File: src/hdl/fu_config.svh
`ifndef FU_CONFIG_SVH
`define FU_CONFIG_SVH

// unit counts per functional unit type
`define NUM_FU_ALU  2
`define NUM_FU_MULT 2

// multiplier pipeline depth of 1, 2, 4 or 8
`define MULT_STAGES 4

// tag widths
`define ROB_IDX_W 5
`define PRN_W     6

`endif
File: src/hdl/isa_pkg.sv
`default_nettype none

package isa_pkg;

    typedef logic [31:0] data_t;

    typedef struct packed {
        logic [6:0] funct7;
        logic [4:0] rs2;
        logic [4:0] rs1;
        logic [2:0] funct3;
        logic [4:0] rd;
        logic [6:0] opcode;
    } r_fmt_t;

    typedef struct packed {
        logic [11:0] imm;
        logic [4:0]  rs1;
        logic [2:0]  funct3;
        logic [4:0]  rd;
        logic [6:0]  opcode;
    } i_fmt_t;

    typedef struct packed {
        logic [6:0] imm11_5;
        logic [4:0] rs2;
        logic [4:0] rs1;
        logic [2:0] funct3;
        logic [4:0] imm4_0;
        logic [6:0] opcode;
    } s_fmt_t;

    typedef struct packed {
        logic       imm12;
        logic [5:0] imm10_5;
        logic [4:0] rs2;
        logic [4:0] rs1;
        logic [2:0] funct3;
        logic [3:0] imm4_1;
        logic       imm11;
        logic [6:0] opcode;
    } b_fmt_t;

    typedef struct packed {
        logic [19:0] imm;
        logic [4:0]  rd;
        logic [6:0]  opcode;
    } u_fmt_t;

    typedef struct packed {
        logic       imm20;
        logic [9:0] imm10_1;
        logic       imm11;
        logic [7:0] imm19_12;
        logic [4:0] rd;
        logic [6:0] opcode;
    } j_fmt_t;

    // one instruction word, decoded per format
    typedef union packed {
        r_fmt_t r;
        i_fmt_t i;
        s_fmt_t s;
        b_fmt_t b;
        u_fmt_t u;
        j_fmt_t j;
    } inst_t;

    typedef enum logic [3:0] {
        ALU_ADD,
        ALU_SUB,
        ALU_AND,
        ALU_SLT,
        ALU_SLTU,
        ALU_OR,
        ALU_XOR,
        ALU_SRL,
        ALU_SLL,
        ALU_SRA
    } alu_func_e;

    typedef enum logic [1:0] {
        MUL,
        MULH,
        MULHSU,
        MULHU
    } mult_func_e;

    typedef enum logic [1:0] {
        OPA_IS_RS1,
        OPA_IS_PC,
        OPA_IS_ZERO
    } opa_sel_e;

    typedef enum logic [2:0] {
        OPB_IS_RS2,
        OPB_IS_I_IMM,
        OPB_IS_S_IMM,
        OPB_IS_B_IMM,
        OPB_IS_U_IMM,
        OPB_IS_J_IMM
    } opb_sel_e;

endpackage

`default_nettype wire

File: src/hdl/fu_pkg.sv
`default_nettype none
`include "fu_config.svh"

package fu_pkg;

    typedef logic [`ROB_IDX_W-1:0] robn_t;
    typedef logic [`PRN_W-1:0]     prn_t;

    // issue packet from a reservation station slot
    typedef struct packed {
        logic                valid;
        isa_pkg::data_t      pc;
        isa_pkg::inst_t      inst;
        isa_pkg::data_t      op1;
        isa_pkg::data_t      op2;
        isa_pkg::opa_sel_e   opa_select;
        isa_pkg::opb_sel_e   opb_select;
        isa_pkg::alu_func_e  alu_func;
        isa_pkg::mult_func_e mult_func;
        logic                cond_branch;
        logic                uncond_branch;
        robn_t               robn;
        prn_t                dest_prn;
    } fu_packet_t;

    typedef struct packed {
        isa_pkg::data_t result;
        robn_t          robn;
        prn_t           dest_prn;
    } fu_basic_t;

    typedef struct packed {
        fu_basic_t      basic;
        isa_pkg::data_t npc;
        logic           take_branch;
        logic           cond_branch;
        logic           uncond_branch;
    } fu_alu_out_t;

    // everything the completion bus sees
    typedef struct packed {
        logic        [`NUM_FU_ALU-1:0]  alu_prepared;
        fu_alu_out_t [`NUM_FU_ALU-1:0]  alu_packet;
        logic        [`NUM_FU_MULT-1:0] mult_prepared;
        fu_basic_t   [`NUM_FU_MULT-1:0] mult_packet;
    } fu_state_t;

    typedef struct packed {
        robn_t          robn;
        logic           executed;
        logic           branch_taken;
        isa_pkg::data_t target_addr;
    } fu_rob_t;

endpackage

`default_nettype wire

File: src/hdl/mult_impl.sv
`default_nettype none
`include "fu_config.svh"

module mult_impl (
    input  wire logic               clock,
    input  wire logic               arst_n,
    input  wire logic               squash,
    input  wire fu_pkg::fu_packet_t pkt,
    input  wire logic               avail,
    output logic                    done,
    output fu_pkg::fu_basic_t       out
);
    localparam int STAGES = `MULT_STAGES;
    localparam int CHUNK  = 32 / STAGES; // multiplier bits retired per stage

    typedef struct packed {
        isa_pkg::mult_func_e func;
        fu_pkg::robn_t       robn;
        fu_pkg::prn_t        dest_prn;
        logic [63:0]         prod;
        logic [63:0]         mcand;
        logic [31:0]         mplier;
    } stage_t;

    isa_pkg::data_t      opa;
    isa_pkg::data_t      opb;
    logic                a_signed;
    logic                b_signed;
    stage_t              first;
    stage_t              last;
    logic   [STAGES-1:0] stage_valid; // bit 0 is the newest
    stage_t [STAGES-1:0] stage_q;

    function automatic stage_t step(input stage_t s);
        stage_t n;
        n        = s;
        n.prod   = s.prod + s.mcand * 64'(s.mplier[CHUNK-1:0]);
        n.mcand  = s.mcand << CHUNK;
        n.mplier = s.mplier >> CHUNK;
        return n;
    endfunction

    operand_select i_operand_select (
        .pkt (pkt),
        .opa (opa),
        .opb (opb)
    );

    always_comb begin
        a_signed       = pkt.mult_func != isa_pkg::MULHU;
        b_signed       = pkt.mult_func inside {isa_pkg::MUL, isa_pkg::MULH};
        first.func     = pkt.mult_func;
        first.robn     = pkt.robn;
        first.dest_prn = pkt.dest_prn;
        first.mcand    = {{32{a_signed & opa[31]}}, opa};
        first.mplier   = opb;
        // a negative signed multiplier is its unsigned value minus 2^32
        first.prod     = (b_signed && opb[31]) ? {32'd0 - opa, 32'd0} : 64'd0;
    end

    assign last = step(stage_q[STAGES-1]);

    always_ff @(posedge clock or negedge arst_n) begin
        if (!arst_n) begin
            stage_valid <= '0;
            done        <= 1'b0;
        end else if (squash) begin
            stage_valid <= '0;
            done        <= 1'b0;
        end else if (avail) begin
            stage_valid <= STAGES'({stage_valid, pkt.valid});
            done        <= stage_valid[STAGES-1];
        end
    end

    // whole pipe advances together, so a stall holds every stage
    always_ff @(posedge clock) begin
        if (avail) begin
            stage_q[0] <= first;
            for (int k = 1; k < STAGES; k++) begin
                stage_q[k] <= step(stage_q[k-1]);
            end
            out.result   <= (last.func == isa_pkg::MUL) ? last.prod[31:0] : last.prod[63:32];
            out.robn     <= last.robn;
            out.dest_prn <= last.dest_prn;
        end
    end

    assert property (@(posedge clock) disable iff (!arst_n)
        !avail && !squash |=> $stable(done) && (!done || $stable(out)))
    else $error("multiplier output moved while stalled");

    assert property (@(posedge clock) disable iff (!arst_n) squash |=> !done)
    else $error("multiplier done right after squash");

endmodule

`default_nettype wire

File: src/hdl/operand_select.sv
`default_nettype none

module operand_select (
    input  wire fu_pkg::fu_packet_t pkt,
    output isa_pkg::data_t          opa,
    output isa_pkg::data_t          opb
);
    localparam isa_pkg::data_t OPA_POISON = 32'hdead0a0a;
    localparam isa_pkg::data_t OPB_POISON = 32'hdead0b0b;

    isa_pkg::inst_t inst;

    assign inst = pkt.inst;

    always_comb begin
        case (pkt.opa_select)
            isa_pkg::OPA_IS_RS1:  opa = pkt.op1;
            isa_pkg::OPA_IS_PC:   opa = pkt.pc;
            isa_pkg::OPA_IS_ZERO: opa = '0;
            default:              opa = OPA_POISON;
        endcase
    end

    // immediates are sign extended from the top instruction bit
    always_comb begin
        case (pkt.opb_select)
            isa_pkg::OPB_IS_RS2:   opb = pkt.op2;
            isa_pkg::OPB_IS_I_IMM: opb = {{20{inst.i.imm[11]}}, inst.i.imm};
            isa_pkg::OPB_IS_S_IMM: opb = {{20{inst.s.imm11_5[6]}}, inst.s.imm11_5, inst.s.imm4_0};
            isa_pkg::OPB_IS_B_IMM: begin
                opb = {{19{inst.b.imm12}}, inst.b.imm12, inst.b.imm11,
                       inst.b.imm10_5, inst.b.imm4_1, 1'b0};
            end
            isa_pkg::OPB_IS_U_IMM: opb = {inst.u.imm, 12'd0};
            isa_pkg::OPB_IS_J_IMM: begin
                opb = {{11{inst.j.imm20}}, inst.j.imm20, inst.j.imm19_12,
                       inst.j.imm11, inst.j.imm10_1, 1'b0};
            end
            default:               opb = OPB_POISON;
        endcase
    end

    // scheduler must never issue an unused select code
    always_comb begin
        if (pkt.valid) begin
            assert (pkt.opa_select inside {isa_pkg::OPA_IS_RS1, isa_pkg::OPA_IS_PC,
                                           isa_pkg::OPA_IS_ZERO}
                    && pkt.opb_select <= isa_pkg::OPB_IS_J_IMM)
            else $error("illegal operand select on a valid packet");
        end
    end

endmodule

`default_nettype wire

File: config.mk
export PLATFORM = sky130hd
export DESIGN_NAME = mult_impl
export DESIGN_NICKNAME = d
export VERILOG_FILES = /design/src/hdl/isa_pkg.sv /design/src/hdl/fu_pkg.sv /design/src/hdl/mult_impl.sv /design/src/hdl/operand_select.sv
export VERILOG_INCLUDE_DIRS = /design/src /design/src/hdl
export SDC_FILE = /design/constraint.sdc
export NUM_CORES = 2
export LEC_CHECK = 0
export BUFFER_PORTS_ARGS = -buffer_cell sky130_fd_sc_hd__buf_2
export CORE_ASPECT_RATIO = 1.75
export CORE_UTILIZATION = 65
export CTS_BUF_LIST = sky130_fd_sc_hd__clkbuf_2 sky130_fd_sc_hd__clkbuf_4 sky130_fd_sc_hd__clkbuf_8
export DETAILED_ROUTE_END_ITERATION = 8
export PLACE_DENSITY_LB_ADDON = 0.2
export SLEW_MARGIN = 25
export SYNTH_ARGS = -nofsm -noshare
export SYNTH_HDL_FRONTEND = slang
export SYNTH_SLANG_ARGS = --single-unit
File: constraint.sdc
create_clock -name clock -period 10.9 [get_ports clock]
set_clock_uncertainty 0.1 [all_clocks]
set_input_delay 1.09 -clock clock [delete_from_list [all_inputs] [get_ports clock]]
set_output_delay 1.09 -clock clock [all_outputs]
set_load 0.01 [all_outputs]
==> results <==
- The run finished with clean final reports.
- The first-pass GRT wire length is 244000 µm.
- Along the worst path, the maximum fanout reaches 26.
- The startpoint type of the worst setup path is a register.
- The count of nets left with antenna violations once routing finished came out at 0.
- Across every metal layer, demand over resource in global routing totals 33.5%.
- Static timing analysis puts the maximum clock frequency at 104 MHz.
- The clock latency at the later pin of the worst-skew pair is 0.79 ns.
- The number of buffers added on ports is 187.
- The total number of nets in the final design is 7583.
- The minimum setup slack after placement is 1.33 ns.
- From synthesis to final layout, the design area changed by 6.60%.
- The smallest clock period supported by the final layout is computed as 9.66 ns.
- The count of endpoints failing hold in the final timing report is 0.
- Measured against its own limit, the worst slew margin works out to 30.5%.
- Detailed placement ended at an HPWL of 124000 µm.
- The slew of the pin with the lowest slew margin is 1.03 ns.
- The number of flops mapped to enable cells by yosys is 531.
- The floorplan step defined a die boundary enclosing 0.0953 mm².
- The delay of the slowest cell on the worst path is 1.01 ns.
- In this run the core area contains 148 standard-cell rows.
- Sorting the synthesized cells by area gives the leading types as sky130_fd_sc_hd__fa_1 (27%), sky130_fd_sc_hd__edfxtp_1 (26%), sky130_fd_sc_hd__ha_1 (8.6%).
- The instance area after placement is 0.0634 mm².
- The congestion estimate from routability-driven global placement came to 0.987.
- The leading cell type by number of instances after synthesis is sky130_fd_sc_hd__inv_1.
- After synthesis, flip-flops and latches occupy 26.3% of the total area.
- The total number of clock tree sinks is 536.
- In the routed design, unresolved DRC markers number 0.
- The commonest cells after synthesis are sky130_fd_sc_hd__inv_1 (836), sky130_fd_sc_hd__fa_1 (831), sky130_fd_sc_hd__and2_1 (762), sky130_fd_sc_hd__edfxtp_1 (531), sky130_fd_sc_hd__nand2_1 (511).
- Setup violations remaining at the end of the flow were counted as 0.
- The synthesized area divided by synthesized cell count is 10.2 µm².
- The maximum clock insertion buffer count is 3.
- The chip height is 408 µm.
- The cell that appears most often on the critical path is sky130_fd_sc_hd__fa_1.
- The finished cells cover 0.0652 mm².
- Entering global routing, the biggest net connects 171 pins.
- The core area is 0.0931 mm².
- The capturing element type of the critical path is a register.
- When the netlist entered floorplanning its net count stood at 7417.
- Dividing the detail-routed via count by the number of cells gives 5.90.
- STA puts the critical path data arrival time at 10.05 ns.
- The accumulated negative setup slack is 0 ns.
- The detailed router finished its first iteration with 2448 violations.
- The number of setup buffers added after CTS is 0.
- The vias after detailed routing is 43900.
- The number of warnings printed during yosys synthesis is 0.
- The tightest min-delay check is of the register to register type.
- The number of buffers created by CTS is 79.
- Once the floorplan was initialized, standard cells occupied 65.6% of the core.
- The data required time of the worst path is 11.30 ns.
- The cell type contributing the most total cell area after synthesis is sky130_fd_sc_hd__fa_1.
- The number of antenna violations at the first check in global routing came to 3.
- The number of iterations in the first detailed-routing pass is 7.
- The cell area that synthesis handed to floorplanning was 0.0611 mm².
- The routed length per placed instance is 20.6 µm.
- The H-tree depth is 3.
- The leading register cell type out of synthesis is sky130_fd_sc_hd__edfxtp_1.
- The die is 234 µm wide.
- The number of maximum-capacitance constraint violations is 0.
- Cells with a size suffix above 1 make up 6.61% of the layout.
- The final period utilization is 88.6%.
- The number of max-slew violations in the final report is 0.
- The total global routing overflow is 0.
- The sum of routed wire length over all layers is 153000 µm.
- The number of global-route vias before repair is 47700.
- After clock tree synthesis, the clock-pin slew on the worst setup and hold paths is 0.07 ns.
- Synthesis inferred 536 register bits.
- Across all setup checks in the final design, the least slack found is 1.24 ns.
- The netlist uses 94 different library cells.
- The gate count of the mapped netlist is 6011.
- The slowest stage of the critical path belongs to the cell sky130_fd_sc_hd__edfxtp_1.
- The fraction of registers with async set or reset after synthesis is 0.933%.
- The library cell used as clock root buffer is sky130_fd_sc_hd__clkbuf_8.
- The fraction of post-synthesis cell area in the top cell type by area is 27.2%.
- The clock tree from TritonCTS is done.
- Setup repair after global routing left no endpoint under its margin.
- The critical path in this run is classified as register to register.
- The number of placed I/O pins is 201.
==> cell usage in the layout, fill, tap and decap left out, types with 11 or more instances in the layout <==
master / netlist / layout
sky130_fd_sc_hd__inv_1: 836 / 836
sky130_fd_sc_hd__fa_1: 831 / 831
sky130_fd_sc_hd__and2_1: 762 / 762
sky130_fd_sc_hd__edfxtp_1: 531 / 531
sky130_fd_sc_hd__nand2_1: 511 / 511
sky130_fd_sc_hd__ha_1: 418 / 418
sky130_fd_sc_hd__a21oi_1: 314 / 314
sky130_fd_sc_hd__nor2_1: 235 / 234
sky130_fd_sc_hd__xnor2_1: 222 / 221
sky130_fd_sc_hd__buf_2: 2 / 186
sky130_fd_sc_hd__o21ai_0: 183 / 183
sky130_fd_sc_hd__a21o_1: 182 / 182
sky130_fd_sc_hd__xor2_1: 107 / 107
sky130_fd_sc_hd__clkbuf_8: 0 / 80
sky130_fd_sc_hd__nand3_1: 61 / 61
sky130_fd_sc_hd__o21bai_1: 61 / 61
sky130_fd_sc_hd__buf_4: 1 / 52
sky130_fd_sc_hd__nor3_1: 50 / 50
sky130_fd_sc_hd__o21a_1: 41 / 41
sky130_fd_sc_hd__nand2b_1: 36 / 36
sky130_fd_sc_hd__a211oi_1: 35 / 35
sky130_fd_sc_hd__nor2b_1: 33 / 33
sky130_fd_sc_hd__and3_1: 32 / 32
sky130_fd_sc_hd__nand4_1: 28 / 28
sky130_fd_sc_hd__o21ai_1: 27 / 27
sky130_fd_sc_hd__mux2i_1: 26 / 26
sky130_fd_sc_hd__o211ai_1: 20 / 20
sky130_fd_sc_hd__a22oi_1: 18 / 18
sky130_fd_sc_hd__a31oi_1: 18 / 18
sky130_fd_sc_hd__clkinv_1: 1 / 14
sky130_fd_sc_hd__or2_2: 14 / 14
sky130_fd_sc_hd__clkbuf_4: 0 / 14
sky130_fd_sc_hd__o22ai_1: 13 / 13
sky130_fd_sc_hd__o31ai_1: 12 / 12
sky130_fd_sc_hd__and4_1: 11 / 11
==> path summary, 6_finish.rpt <==
check / end / start / slack (ns) / cells past startpoint
max: stage_q[332] / stage_q[4] / 1.24 / 31
min: out[4] / last[164] / 0.31 / 0
max reg2reg: stage_q[332] / stage_q[4] / 1.24 / 31
min reg2reg: out[4] / last[164] / 0.31 / 0
min in group asynchronous: done / arst_n / 0.58 / 2
max in group asynchronous: stage_valid[3] / arst_n / 9.98 / 2
==> cell type report <==
type	instances	area, µm²
inverter	837	3140
clock inverter	47	517
fill	7093	28000
timing repair buffer	242	1390
multi-input combinational	4481	41300
clock buffer	94	1210
sequential	536	16100
tap	1200	1500
antenna	1	2.50
==> cells by family after synthesis <==
group                      synth area share (%)
xor gates and xnor gates                   4.71
muxes                                     0.463
and+or+nand+nor                            15.5
DFF                                        26.3
buffers and inverters                      6.13
adders and majority gates                  35.8
AOI/OAI and AO/OA                          11.1
==> metrics by stage <==
stage	utilization [%]	hold WS [ns]	std cells
6_report	70.0	0.310	7438
5_1_grt	70.0	0.318	7438
4_1_cts	70.0	0.308	7437
3_5_place_dp	68.1	0.305	7295
3_3_place_gp	68.1	0.300	7294
2_1_floorplan	-	0.300	6011
==> metal layers <==
layer  track usage [%]  routed length, µm  up-vias
li1                  -                  -    20200
met1              34.5              52600    21900
met2              60.9              81300     1295
met3              3.80               6080      547
met4              26.1              13300        2
met5                 0                  7        -
==> registers in the layout (all words and copies together), names as in the netlist <==
signal       flops
stage_q        443
last            45
out             43
stage_valid      4
done             1
==> critical path, delay by kind of cell (launching register included) <==
family	cells	cell delay, ns
buf+inv	3	0.26
xor+xnor	3	0.42
fa+ha+maj	6	2.55
flops	1	1.01
simple gates	3	0.95
compound gates	16	4.05
==> timing repair <==
action,CTS,global route
endpoints found under the hold margin,5,0
setup endpoints to repair,0,0
hold buffers,1,0
gates resized for setup,0,0
Power is left out: the tool's default activity adds up to more than one toggle a clock period on the data nets, which glitch-free logic cannot reach.
