===== src/hdl/fu_config.svh =====
`ifndef FU_CONFIG_SVH
`define FU_CONFIG_SVH

// unit counts per functional unit type
`define NUM_FU_ALU  2
`define NUM_FU_MULT 2

// multiplier pipeline depth of 1, 2, 4 or 8
`define MULT_STAGES 4

// tag widths
`define ROB_IDX_W 5
`define PRN_W     6

`endif

===== src/hdl/isa_pkg.sv =====
`default_nettype none

package isa_pkg;

    typedef logic [31:0] data_t;

    typedef struct packed {
        logic [6:0] funct7;
        logic [4:0] rs2;
        logic [4:0] rs1;
        logic [2:0] funct3;
        logic [4:0] rd;
        logic [6:0] opcode;
    } r_fmt_t;

    typedef struct packed {
        logic [11:0] imm;
        logic [4:0]  rs1;
        logic [2:0]  funct3;
        logic [4:0]  rd;
        logic [6:0]  opcode;
    } i_fmt_t;

    typedef struct packed {
        logic [6:0] imm11_5;
        logic [4:0] rs2;
        logic [4:0] rs1;
        logic [2:0] funct3;
        logic [4:0] imm4_0;
        logic [6:0] opcode;
    } s_fmt_t;

    typedef struct packed {
        logic       imm12;
        logic [5:0] imm10_5;
        logic [4:0] rs2;
        logic [4:0] rs1;
        logic [2:0] funct3;
        logic [3:0] imm4_1;
        logic       imm11;
        logic [6:0] opcode;
    } b_fmt_t;

    typedef struct packed {
        logic [19:0] imm;
        logic [4:0]  rd;
        logic [6:0]  opcode;
    } u_fmt_t;

    typedef struct packed {
        logic       imm20;
        logic [9:0] imm10_1;
        logic       imm11;
        logic [7:0] imm19_12;
        logic [4:0] rd;
        logic [6:0] opcode;
    } j_fmt_t;

    // one instruction word, decoded per format
    typedef union packed {
        r_fmt_t r;
        i_fmt_t i;
        s_fmt_t s;
        b_fmt_t b;
        u_fmt_t u;
        j_fmt_t j;
    } inst_t;

    typedef enum logic [3:0] {
        ALU_ADD,
        ALU_SUB,
        ALU_AND,
        ALU_SLT,
        ALU_SLTU,
        ALU_OR,
        ALU_XOR,
        ALU_SRL,
        ALU_SLL,
        ALU_SRA
    } alu_func_e;

    typedef enum logic [1:0] {
        MUL,
        MULH,
        MULHSU,
        MULHU
    } mult_func_e;

    typedef enum logic [1:0] {
        OPA_IS_RS1,
        OPA_IS_PC,
        OPA_IS_ZERO
    } opa_sel_e;

    typedef enum logic [2:0] {
        OPB_IS_RS2,
        OPB_IS_I_IMM,
        OPB_IS_S_IMM,
        OPB_IS_B_IMM,
        OPB_IS_U_IMM,
        OPB_IS_J_IMM
    } opb_sel_e;

endpackage

`default_nettype wire


===== src/hdl/fu_pkg.sv =====
`default_nettype none
`include "fu_config.svh"

package fu_pkg;

    typedef logic [`ROB_IDX_W-1:0] robn_t;
    typedef logic [`PRN_W-1:0]     prn_t;

    // issue packet from a reservation station slot
    typedef struct packed {
        logic                valid;
        isa_pkg::data_t      pc;
        isa_pkg::inst_t      inst;
        isa_pkg::data_t      op1;
        isa_pkg::data_t      op2;
        isa_pkg::opa_sel_e   opa_select;
        isa_pkg::opb_sel_e   opb_select;
        isa_pkg::alu_func_e  alu_func;
        isa_pkg::mult_func_e mult_func;
        logic                cond_branch;
        logic                uncond_branch;
        robn_t               robn;
        prn_t                dest_prn;
    } fu_packet_t;

    typedef struct packed {
        isa_pkg::data_t result;
        robn_t          robn;
        prn_t           dest_prn;
    } fu_basic_t;

    typedef struct packed {
        fu_basic_t      basic;
        isa_pkg::data_t npc;
        logic           take_branch;
        logic           cond_branch;
        logic           uncond_branch;
    } fu_alu_out_t;

    // everything the completion bus sees
    typedef struct packed {
        logic        [`NUM_FU_ALU-1:0]  alu_prepared;
        fu_alu_out_t [`NUM_FU_ALU-1:0]  alu_packet;
        logic        [`NUM_FU_MULT-1:0] mult_prepared;
        fu_basic_t   [`NUM_FU_MULT-1:0] mult_packet;
    } fu_state_t;

    typedef struct packed {
        robn_t          robn;
        logic           executed;
        logic           branch_taken;
        isa_pkg::data_t target_addr;
    } fu_rob_t;

endpackage

`default_nettype wire


===== src/hdl/alu_cond.sv =====
`default_nettype none

module alu (
    input  wire isa_pkg::data_t     opa,
    input  wire isa_pkg::data_t     opb,
    input  wire isa_pkg::alu_func_e func,
    output isa_pkg::data_t          result
);
    always_comb begin
        case (func)
            isa_pkg::ALU_ADD:  result = opa + opb;
            isa_pkg::ALU_SUB:  result = opa - opb;
            isa_pkg::ALU_AND:  result = opa & opb;
            isa_pkg::ALU_SLT:  result = {31'd0, $signed(opa) < $signed(opb)};
            isa_pkg::ALU_SLTU: result = {31'd0, opa < opb};
            isa_pkg::ALU_OR:   result = opa | opb;
            isa_pkg::ALU_XOR:  result = opa ^ opb;
            isa_pkg::ALU_SRL:  result = opa >> opb[4:0];
            isa_pkg::ALU_SLL:  result = opa << opb[4:0];
            isa_pkg::ALU_SRA:  result = $unsigned($signed(opa) >>> opb[4:0]);
            default:           result = 32'hbadc0de0; // six unused codes
        endcase
    end

endmodule

module conditional_branch (
    input  wire logic [2:0]     func,
    input  wire isa_pkg::data_t rs1,
    input  wire isa_pkg::data_t rs2,
    output logic                take
);
    always_comb begin
        case (func)
            3'b000:  take = rs1 == rs2;                   // beq
            3'b001:  take = rs1 != rs2;                   // bne
            3'b100:  take = $signed(rs1) < $signed(rs2);  // blt
            3'b101:  take = $signed(rs1) >= $signed(rs2); // bge
            3'b110:  take = rs1 < rs2;                    // bltu
            3'b111:  take = rs1 >= rs2;                   // bgeu
            default: take = 1'b0;
        endcase
    end

endmodule

module alu_cond (
    input  wire fu_pkg::fu_packet_t pkt,
    output logic                    prepared,
    output fu_pkg::fu_alu_out_t     out
);
    isa_pkg::data_t opa;
    isa_pkg::data_t opb;
    isa_pkg::data_t alu_result;
    logic           cond_take;

    operand_select i_operand_select (
        .pkt (pkt),
        .opa (opa),
        .opb (opb)
    );

    alu i_alu (
        .opa    (opa),
        .opb    (opb),
        .func   (pkt.alu_func),
        .result (alu_result)
    );

    // condition compares the raw registers, the alu computes the target
    conditional_branch i_conditional_branch (
        .func (pkt.inst.b.funct3),
        .rs1  (pkt.op1),
        .rs2  (pkt.op2),
        .take (cond_take)
    );

    assign prepared = pkt.valid; // zero latency

    always_comb begin
        out.basic.result   = alu_result;
        out.basic.robn     = pkt.robn;
        out.basic.dest_prn = pkt.dest_prn;
        out.npc            = pkt.pc + 32'd4;
        out.take_branch    = pkt.uncond_branch || (pkt.cond_branch && cond_take);
        out.cond_branch    = pkt.cond_branch;
        out.uncond_branch  = pkt.uncond_branch;
    end

    always_comb begin
        if (prepared) begin
            assert (!$isunknown(out.basic.result))
            else $error("alu unit prepared with an unknown result");
        end
    end

endmodule

`default_nettype wire


===== src/hdl/operand_select.sv =====
`default_nettype none

module operand_select (
    input  wire fu_pkg::fu_packet_t pkt,
    output isa_pkg::data_t          opa,
    output isa_pkg::data_t          opb
);
    localparam isa_pkg::data_t OPA_POISON = 32'hdead0a0a;
    localparam isa_pkg::data_t OPB_POISON = 32'hdead0b0b;

    isa_pkg::inst_t inst;

    assign inst = pkt.inst;

    always_comb begin
        case (pkt.opa_select)
            isa_pkg::OPA_IS_RS1:  opa = pkt.op1;
            isa_pkg::OPA_IS_PC:   opa = pkt.pc;
            isa_pkg::OPA_IS_ZERO: opa = '0;
            default:              opa = OPA_POISON;
        endcase
    end

    // immediates are sign extended from the top instruction bit
    always_comb begin
        case (pkt.opb_select)
            isa_pkg::OPB_IS_RS2:   opb = pkt.op2;
            isa_pkg::OPB_IS_I_IMM: opb = {{20{inst.i.imm[11]}}, inst.i.imm};
            isa_pkg::OPB_IS_S_IMM: opb = {{20{inst.s.imm11_5[6]}}, inst.s.imm11_5, inst.s.imm4_0};
            isa_pkg::OPB_IS_B_IMM: begin
                opb = {{19{inst.b.imm12}}, inst.b.imm12, inst.b.imm11,
                       inst.b.imm10_5, inst.b.imm4_1, 1'b0};
            end
            isa_pkg::OPB_IS_U_IMM: opb = {inst.u.imm, 12'd0};
            isa_pkg::OPB_IS_J_IMM: begin
                opb = {{11{inst.j.imm20}}, inst.j.imm20, inst.j.imm19_12,
                       inst.j.imm11, inst.j.imm10_1, 1'b0};
            end
            default:               opb = OPB_POISON;
        endcase
    end

    // scheduler must never issue an unused select code
    always_comb begin
        if (pkt.valid) begin
            assert (pkt.opa_select inside {isa_pkg::OPA_IS_RS1, isa_pkg::OPA_IS_PC,
                                           isa_pkg::OPA_IS_ZERO}
                    && pkt.opb_select <= isa_pkg::OPB_IS_J_IMM)
            else $error("illegal operand select on a valid packet");
        end
    end

endmodule

`default_nettype wire


===== config.mk =====
export PLATFORM = sky130hd
export DESIGN_NAME = alu_cond
export DESIGN_NICKNAME = d
export VERILOG_FILES = /design/src/hdl/isa_pkg.sv /design/src/hdl/fu_pkg.sv /design/src/hdl/alu_cond.sv /design/src/hdl/operand_select.sv
export VERILOG_INCLUDE_DIRS = /design/src /design/src/hdl
export SDC_FILE = /design/constraint.sdc
export NUM_CORES = 1
export LEC_CHECK = 0
export BUFFER_PORTS_ARGS = -buffer_cell sky130_fd_sc_hd__buf_2
export CAP_MARGIN = 10
export CORE_UTILIZATION = 40
export DETAILED_ROUTE_END_ITERATION = 10
export PLACE_DENSITY = 0.7
export SETUP_SLACK_MARGIN = 0.5
export SLEW_MARGIN = 15
export SYNTH_ARGS = -nofsm -noshare
export SYNTH_HDL_FRONTEND = slang
export SYNTH_SLANG_ARGS = --single-unit

===== constraint.sdc =====
create_clock -name vclk -period 5.3
set_input_delay 0.53 -clock vclk [all_inputs]
set_output_delay 0.53 -clock vclk [all_outputs]
set_load 0.02 [all_outputs]

==> results of run 1 <==
==> area by class of cell <==
cell class | instances | area share, %
multi-input combinational | 1534 | 77.2
timing repair buffer | 360 | 15.8
inverter | 139 | 3.64
tap | 390 | 3.36
==> metrics by stage <==
stage	std cells	power, W	hold WS, ns	setup WS, ns	util (%)
detailed placement	2419	0.00201	1.06	0.239	47.6
global route	2423	0.00228	1.06	0.455	49.1
global placement	2419	0.00201	1.06	0.244	47.6
finish	2423	0.00217	1.06	0.547	49.1
floorplan	1822	0.00125	1.14	0.504	-
CTS	2421	0.00205	1.06	0.469	48.1
==> worst max-delay path, stage by stage <==
cell and delay, ns:
buf_2 0.13, buf_6 0.15, or4b_1 0.55, and3_4 0.21, ha_4 0.25, nor2b_2 0.16, o211ai_1 0.27, a211oi_2 0.12
buf_4 0.17, o211ai_1 0.35, nand3_2 0.21, a21oi_4 0.24, o211ai_1 0.15, xnor2_1 0.28, o221ai_1 0.23, buf_2 0.21
==> cells by family (layout without fill, tap and decap cells) <==
| logic type | count (synthesis) | after routing | synth area share, % |
|---|---|---|---|
| fa+ha+maj | 134 | 134 | 14.1 |
| xor+xnor | 42 | 42 | 3.06 |
| mux | 119 | 119 | 11.6 |
| compound gates | 708 | 708 | 39.6 |
| buf+inv | 288 | 499 | 10.4 |
| simple gates | 531 | 531 | 21.3 |
==> what timing repair did <==
item / 4_1_cts / 5_1_grt
resized for setup: 33 / 68
endpoints found under the setup margin: 15 / 19
setup buffers: 2 / 2
pin swaps: 3 / 11
==> where the power goes <==
part | total, W | switching [W] | internal (W)
registers | 0 | 0 | 0
logic | 0.00217 | 0.00139 | 0.000783
clock network | 0 | 0 | 0
total | 0.00217 | 0.00139 | 0.000783
==> synthesized netlist by cell type, types with 14 or more instances <==
| cell type | n |
|---|---|
| buf_1 | 14 |
| ha_1 | 132 |
| nor3_1 | 51 |
| mux2i_1 | 89 |
| mux2_2 | 15 |
| or2_2 | 15 |
| nand3_1 | 64 |
| nand4_1 | 16 |
| a21oi_1 | 165 |
| mux4_2 | 15 |
| buf_4 | 21 |
| nand2_1 | 116 |
| nor2b_1 | 16 |
| o21a_1 | 30 |
| o221ai_1 | 22 |
| inv_1 | 131 |
| a31oi_1 | 23 |
| nand2b_1 | 19 |
| a221oi_1 | 24 |
| clkbuf_1 | 82 |
| nor2_1 | 156 |
| a21o_1 | 46 |
| a211oi_1 | 33 |
| o22a_1 | 14 |
| o21bai_1 | 18 |
| a211o_1 | 17 |
| o31ai_1 | 19 |
| and3_1 | 19 |
| buf_2 | 24 |
| o21ai_0 | 141 |
| xnor2_1 | 32 |
| o211ai_1 | 33 |
==> routing by layer <==
| layer | up-vias | GRT usage, % |
|---|---|---|
| met2 | 1169 | 69.7 |
| met4 | 0 | 31.7 |
| met3 | 295 | 7.23 |
| met5 | - | 0 |
| met1 | 7772 | 53.0 |
| li1 | 7208 | - |
==> path summary, 6_finish.rpt <==
path / end / from
max: out[70] / pkt[21]
min: out[36] / pkt[1]
==> cells in the final DEF (no fill, tap or decap), types with 14 or more instances in the layout <==
cell type  count
buf_4        155
o21ai_1       14
a21oi_1      157
o21bai_1      16
a211oi_1      27
o31ai_1       15
nor3_1        49
nand4_1       16
a211o_1       17
nand3_1       63
nor2b_1       15
o211ai_1      33
a221oi_1      23
nor2_1       146
nand2b_1      19
nand2_1      116
and3_1        17
inv_1        131
o21ai_0      135
mux2i_1       89
o21a_1        30
a21o_1        46
buf_2        192
or2_2         14
a31oi_1       20
o221ai_1      22
mux4_2        15
mux2_2        15
ha_1         119
xnor2_1       32
==> results.sh, run 1 <==
export IMPL_io_pins=232
export IMPL_tns_ns=0
export IMPL_grt_setup_unrepaired="true"
export IMPL_synth_seq_area_share_pct=0
export IMPL_synth_nets=2109
export IMPL_setup_viol=0
export IMPL_synth_area_top_cells="ha_1 14%, mux2i_1 7.4%, a21oi_1 6.9%"
export IMPL_design_area_um2=14500
export IMPL_rows=63
export IMPL_via_per_inst=6.79
export IMPL_slew_headroom_pct=23.0
export IMPL_grt_max_degree=80
export IMPL_gp_congestion=1.08
export IMPL_grt_pass1_wl_um=101000
export IMPL_n_antenna_cell=0
export IMPL_io_buffers=199
export IMPL_outcome="finished, final reports clean"
export IMPL_tightest_slew_ns=1.15
export IMPL_first_iter_violations=2069
export IMPL_wl_met1_um=26300
export IMPL_clkbuf_count=0
export IMPL_wl_per_cell_um=28.6
export IMPL_min_path_cells=0
export IMPL_worstSetupPathType="input port to primary output"
export IMPL_startpoint_type="input port"
export IMPL_dieArea_um2=30800
export IMPL_fillers=3104
export IMPL_critPathCaptureType="primary output"
export IMPL_num_nets_final=2322
export IMPL_dieHeight_um=175
export IMPL_design_seq_count=0
export IMPL_period_minus_slack_ns=4.75
export IMPL_crit_required_ns=4.77
export IMPL_totalWireLength_um=69300
export IMPL_cts_hold_buf=0
export IMPL_dr_wl_met3_um=6800
export IMPL_maxCapViolCount=0
export IMPL_p_per_area_nw_per_um2=150
export IMPL_synth_top_area_share_pct=13.7
export IMPL_highest_signal_layer="met4"
export IMPL_synth_largest_area_cell="ha_1"
export IMPL_antenna_found_initial=0
export IMPL_syn_area_um2=12000
export IMPL_first_global_vias=15700
export IMPL_power_leakage_nw=6.75
export IMPL_die_x_um=175
export IMPL_clock_fmax_mhz=210
export IMPL_ys_warn_count=0
export IMPL_post_route_period_util_pct=89.7
export IMPL_max_vdd_ir_drop_v=0.0000613
export IMPL_dpl_hpwl_um=56800
export IMPL_synthToLayoutAreaGrowth_pct=20.8
export IMPL_core_area_um2=29600
export IMPL_synthCells=1822
export IMPL_multi_input_area_um2=11200
export IMPL_critPathArrivalTime_ns=4.22
export IMPL_hold_violations=0
export IMPL_drv_slew=0
export IMPL_route_met2_wl_um=30000
export IMPL_num_vias=16400
export IMPL_critPathMaxFanout=12
export IMPL_drive_gt1_share_pct=25.0
export IMPL_placed_area_um2=14100
export IMPL_worstHoldPathType="input port to primary output"
export IMPL_drc=0
export IMPL_antenna_left=0
export IMPL_grt_usage_pct=43.7
export IMPL_synthDistinctLibCells=84
export IMPL_grt_overflow=0
export IMPL_firstDrtPassIters=6
export IMPL_ff_latch_area_um2=0
export IMPL_avgSynthCellArea_um2=6.61
export IMPL_start_util_pct=40.6
Note: power is estimated with default switching activity, not from simulation.
==> run 2: changes to the inputs <==
Settings changed: BUFFER_PORTS_ARGS -buffer_cell sky130_fd_sc_hd__buf_2 to -buffer_cell sky130_fd_sc_hd__buf_4.
==> run 2 against run 1 <==
Against the previous run: sequential share of layout area unchanged; core utilization increased by 1.1 points; largest cell class unchanged; final cell count decreased by 0.62%; power increased by 0.49%; maximum frequency decreased by 2.3%; hold slack unchanged; sequential cell count unchanged.
==> results.sh, run 2 (synthesized netlist as in run 1, its figures left out) <==
export IMPL_firstDrtPassIters=7
export IMPL_gp_congestion=1.10
export IMPL_dieArea_um2=30800
export IMPL_grt_setup_unrepaired="true"
export IMPL_dpl_hpwl_um=54500
export IMPL_rows=63
export IMPL_dieHeight_um=175
export IMPL_drv_slew=0
export IMPL_core_area_um2=29600
export IMPL_totalWireLength_um=67900
export IMPL_grt_max_degree=80
export IMPL_critPathCaptureType="primary output"
export IMPL_antenna_found_initial=1
export IMPL_power_w=0.00219
export IMPL_critPathArrivalTime_ns=4.33
export IMPL_max_vdd_ir_drop_v=0.0000574
export IMPL_most_common_layout_cells="336 x buf_4, 157 x a21oi_1, 146 x nor2_1"
export IMPL_num_nets_final=2307
export IMPL_first_iter_violations=2146
export IMPL_p_per_area_nw_per_um2=147
export IMPL_hold_violations=0
export IMPL_drc=0
export IMPL_outcome="finished, final reports clean"
export IMPL_synthToLayoutAreaGrowth_pct=23.6
export IMPL_netSwitchingPower_w=0.00136
export IMPL_num_vias=16300
export IMPL_clkbuf_count=0
export IMPL_tightest_slew_ns=0.839
export IMPL_hold_end="out[36]"
export IMPL_maxCapViolCount=0
export IMPL_clock_fmax_mhz=206
export IMPL_multi_input_area_um2=11200
export IMPL_grt_pass1_wl_um=99500
export IMPL_period_minus_slack_ns=4.86
export IMPL_drive_gt1_share_pct=24.6
export IMPL_min_delay_start="pkt[1]"
export IMPL_setup_viol=0
export IMPL_io_buffers=199
export IMPL_crit_required_ns=4.77
export IMPL_final_util_pct=50.2
export IMPL_post_route_period_util_pct=91.8
export IMPL_swShare_pct=62.3
export IMPL_via_per_inst=6.76
export IMPL_design_seq_count=0
export IMPL_fillers=3103
export IMPL_p_int_w=0.000824
export IMPL_first_global_vias=15500
export IMPL_min_path_cells=0
export IMPL_grt_overflow=0
export IMPL_grt_usage_pct=42.6
export IMPL_worstSetupPathType="input port to primary output"
export IMPL_clockPowerShare_pct=0
export IMPL_final_common_cell="buf_4"
export IMPL_die_x_um=175
export IMPL_p_comb_share_pct=100.0
export IMPL_power_frac_seq_pct=0
export IMPL_startpoint_type="input port"
export IMPL_io_pins=232
export IMPL_antenna_left=0
export IMPL_wl_per_cell_um=28.2
export IMPL_start_util_pct=40.6
export IMPL_ff_latch_area_um2=0
export IMPL_worstHoldPathType="input port to primary output"
export IMPL_n_antenna_cell=0
export IMPL_tns_ns=0
export IMPL_slew_headroom_pct=44.1
export IMPL_power_leakage_nw=6.82
export IMPL_critPathMaxFanout=20
-- run 2: changes by cell type in the layout (fill, tap and decap cells not counted), sizes merged --
cell | previous run | this run
clkbuf | 2 | 0
buf | 358 | 345
clkinvlp | 0 | 1
inv | 134 | 133
-- run 2: worst max-delay path: stages --
cell and delay (ns):
buf_6 0.16, mux2i_4 0.20, or3_4 0.37, nand2_8 0.13, ha_2 0.21, fa_2 0.24
nor2b_2 0.05, o211ai_1 0.34, a211oi_2 0.15, buf_4 0.17, o211ai_1 0.32, nand3_1 0.20
buf_4 0.19, a211oi_2 0.23, o211ai_1 0.15, xnor2_1 0.19, a211o_1 0.33, buf_4 0.16
-- run 2: area by class of cell --
class | instances | share of cell area (%)
Multi-Input combinational cell | 1534 | 75.4
Tap cell | 390 | 3.28
Timing Repair Buffer | 345 | 17.8
Inverter | 139 | 3.58
-- run 2: repair_timing --
action	4_1_cts	5_1_grt
pin swaps	2	15
resized for setup	23	69
endpoints found under the setup margin	15	21
gates cloned	0	0
hold buffers	0	0
setup buffers	0	11
-- run 2: power by group through the flow --
stage | Combinational [W] | Clock (W) | Sequential, W
6_report | 0.00219 | 0 | 0
5_1_grt | 0.00230 | 0 | 0
4_1_cts | 0.00205 | 0 | 0
3_5_place_dp | 0.00203 | 0 | 0
3_3_place_gp | 0.00202 | 0 | 0
2_1_floorplan | 0.00125 | 0 | 0
-- run 2: metal layers --
| layer | GRT usage, % | up-vias | part of all wire [%] |
|---|---|---|---|
| met5 | 0 | - | 0.019 |
| met4 | 31.7 | 2 | 9.2 |
| met3 | 7.81 | 313 | 10 |
| met2 | 67.9 | 1236 | 44 |
| met1 | 50.9 | 7551 | 37 |
| li1 | - | 7172 | - |
-- run 2: per-stage QoR --
step / worst slack [ns] / cells / hold slack, ns / instance area, um^2
after floorplan: 0.504 / 1822 / 1.14 / 12100
after global placement: 0.270 / 2397 / 1.06 / 14400
after detailed placement: 0.259 / 2397 / 1.06 / 14400
after CTS: 0.383 / 2397 / 1.06 / 14500
after global routing: 0.380 / 2408 / 1.06 / 14900
final: 0.437 / 2408 / 1.06 / 14900
-- run 2: how the worst max path moves through the flow --
stage / end / from
3_5_place_dp: out[77] / pkt[21]
6_report: out[72] / pkt[19]
4_1_cts: out[77] / pkt[21]
5_1_grt: out[72] / pkt[19]
3_3_place_gp: out[72] / pkt[19]
2_1_floorplan: out[69] / pkt[20]
==> run 3: changes to the inputs <==
Settings changed: ABC_AREA from default to 1.
==> run 3 against run 2 <==
Against the previous run: critical path depth rose by 4; largest cell class unchanged; synthesized cell count grew 34%; first-iteration DRC count rose by 21%; die area rose by 3.0%; power increased by 4.6%; worst setup slack improved by 0.084 ns; largest power group unchanged; critical endpoint is now out[65]; hold slack unchanged; non-clock buffer count down 36.
==> results.sh, run 3 <==
export IMPL_muxShareOfSynthArea_pct=0
export IMPL_drc=0
export IMPL_worst_path_buf_inv=8
export IMPL_most_common_layout_cells="597 x nand2_1, 455 x nand3_1, 315 x inv_1"
export IMPL_whs_ns=1.06
export IMPL_syn_area_um2=12400
export IMPL_crit_cells=22
export IMPL_grt_busiest_layer="met2"
export IMPL_grt_max_degree=69
export IMPL_dieHeight_um=178
export IMPL_fillers=3401
export IMPL_wl_per_cell_um=23.5
export IMPL_grt_use_met1_pct=57.0
export IMPL_critPathArrivalTime_ns=4.25
export IMPL_cp_top_family="buffers and inverters"
export IMPL_synth_top_family_by_area="simple AND/OR/NAND/NOR gates"
export IMPL_synth_compound_area_share_pct=18.3
export IMPL_synth_nets=2736
export IMPL_p_per_area_nw_per_um2=154
export IMPL_ys_warn_count=0
export IMPL_drive_gt1_share_pct=15.6
export IMPL_crit_path_max_incr_delay_ns=0.39
export IMPL_totalWireLength_um=71400
export IMPL_synthSimpleGateAreaFrac_pct=50.7
export IMPL_num_nets_final=2929
export IMPL_min_delay_start="pkt[0]"
export IMPL_ff_latch_area_um2=0
export IMPL_yosys_area_share_adder_pct=13.6
export IMPL_synthTopCellsByCount="600 x nand2_1, 455 x nand3_1, 317 x inv_1"
export IMPL_synth_most_common_cell="nand2_1"
export IMPL_endpoint="out[65]"
export IMPL_worstHoldPathType="input port to primary output"
export IMPL_setup_viol=0
export IMPL_io_pins=232
export IMPL_dpl_hpwl_um=59500
export IMPL_maxCapViolCount=0
export IMPL_clkbuf_count=0
export IMPL_drv_slew=0
export IMPL_synth_xor_area_share_pct=2.12
export IMPL_grt_setup_unrepaired="true"
export IMPL_hold_violations=0
export IMPL_final_common_cell="nand2_1"
export IMPL_outcome="finished, final reports clean"
export IMPL_cp_slowest_cell="ha_2"
export IMPL_cts_hold_buf=0
export IMPL_min_path_cells=0
export IMPL_first_iter_violations=2605
export IMPL_via_per_inst=5.99
export IMPL_design_seq_count=0
export IMPL_n_antenna_cell=0
export IMPL_worst_path_most_repeated_cell="nand2_1"
export IMPL_avgSynthCellArea_um2=5.06
export IMPL_post_route_period_util_pct=90.2
export IMPL_grt_overflow=0
export IMPL_path_cells="buf_4 > nand2_1 > inv_2 > a221oi_2 > buf_4 > inv_1 > ha_2 > inv_1 > a21oi_1 > o21ai_0 > buf_4 > a21oi_1 > o21ai_1 > buf_4 > nand2_1 > nand2_1 > nand2_1 > nand2_1 > nand2_1 > nand3_1 > nand4_1 > buf_4"
export IMPL_slew_headroom_pct=29.6
export IMPL_grt_usage_pct=43.8
export IMPL_met2_usage_pct=66.3
export IMPL_crit_start="pkt[21]"
export IMPL_core_area_um2=30500
export IMPL_synth_seq_area_share_pct=0
export IMPL_startpoint_type="input port"
export IMPL_grt_pass1_wl_um=102000
export IMPL_synthToLayoutAreaGrowth_pct=19.4
export IMPL_synthDistinctLibCells=52
export IMPL_worstSetupPathType="input port to primary output"
export IMPL_antenna_left=0
export IMPL_die_x_um=178
export IMPL_rows=64
export IMPL_gp_congestion=1.06
export IMPL_power_leakage_nw=7.97
export IMPL_crit_required_ns=4.77
export IMPL_num_vias=18200
export IMPL_critPathMaxFanout=8
export IMPL_use_met3_pct=7.72
export IMPL_period_minus_slack_ns=4.78
export IMPL_tightest_slew_ns=1.06
export IMPL_synthCells=2449
export IMPL_antenna_found_initial=0
export IMPL_synth_top_area_share_pct=18.4
export IMPL_tns_ns=0
export IMPL_synth_area_top_cells="nand3_1 18%, nand2_1 18%, ha_1 13%"
export IMPL_firstDrtPassIters=7
export IMPL_max_vdd_ir_drop_v=0.0000537
export IMPL_start_util_pct=40.6
export IMPL_synth_largest_area_cell="nand3_1"
export IMPL_clock_fmax_mhz=209
export IMPL_dieArea_um2=31700
export IMPL_first_global_vias=16400
export IMPL_io_buffers=199
export IMPL_critPathCaptureType="primary output"
[run 3: how the worst min path moves through the flow]
stage	endpoint	slack (ns)
2_1_floorplan	out[5]	1.14
3_3_place_gp	out[41]	1.06
3_5_place_dp	out[41]	1.06
4_1_cts	out[41]	1.06
5_1_grt	out[35]	1.06
6_report	out[35]	1.06
[run 3: cell families (layout without fill, tap and decap cells)]
family,count (synthesis),in the layout
compound gates,395,395
xor+xnor,30,30
fa+ha+maj,134,134
buf+inv,458,648
simple gates,1432,1433
[run 3: metrics by stage]
stage	worst slack, ns	total power [W]	util (%)	instances	cell area [um^2]
6_report	0.521	0.00228	48.5	3036	14800
5_1_grt	0.351	0.00244	48.5	3036	14800
4_1_cts	0.464	0.00217	47.8	3028	14600
3_5_place_dp	0.257	0.00216	47.7	3027	14500
3_3_place_gp	0.324	0.00214	47.7	3027	14500
2_1_floorplan	1.44	0.00133	-	2449	12400
[run 3: area by class of cell]
cell class,instances,area [um^2],share of cell area (%)
Multi-Input combinational cell,1992,10700,72.4
Timing Repair Buffer,309,2320,15.7
Inverter,339,1270,8.61
Tap cell,396,495,3.35
[run 3: timing repair]
action,4_1_cts,5_1_grt
cloned,1,0
pin swaps,1,4
resized for setup,11,44
buffers inserted,0,8
endpoints found under the setup margin,16,26
[run 3: report_power, final]
group	internal, W	switching [W]
clock network	0	0
logic	0.000722	0.00156
registers	0	0
[run 3: metal layers]
metal,wire length (um),up-vias
met3,7940,210
met2,29700,1229
li1,-,8490
met4,5490,0
met1,28200,8247
met5,0,-
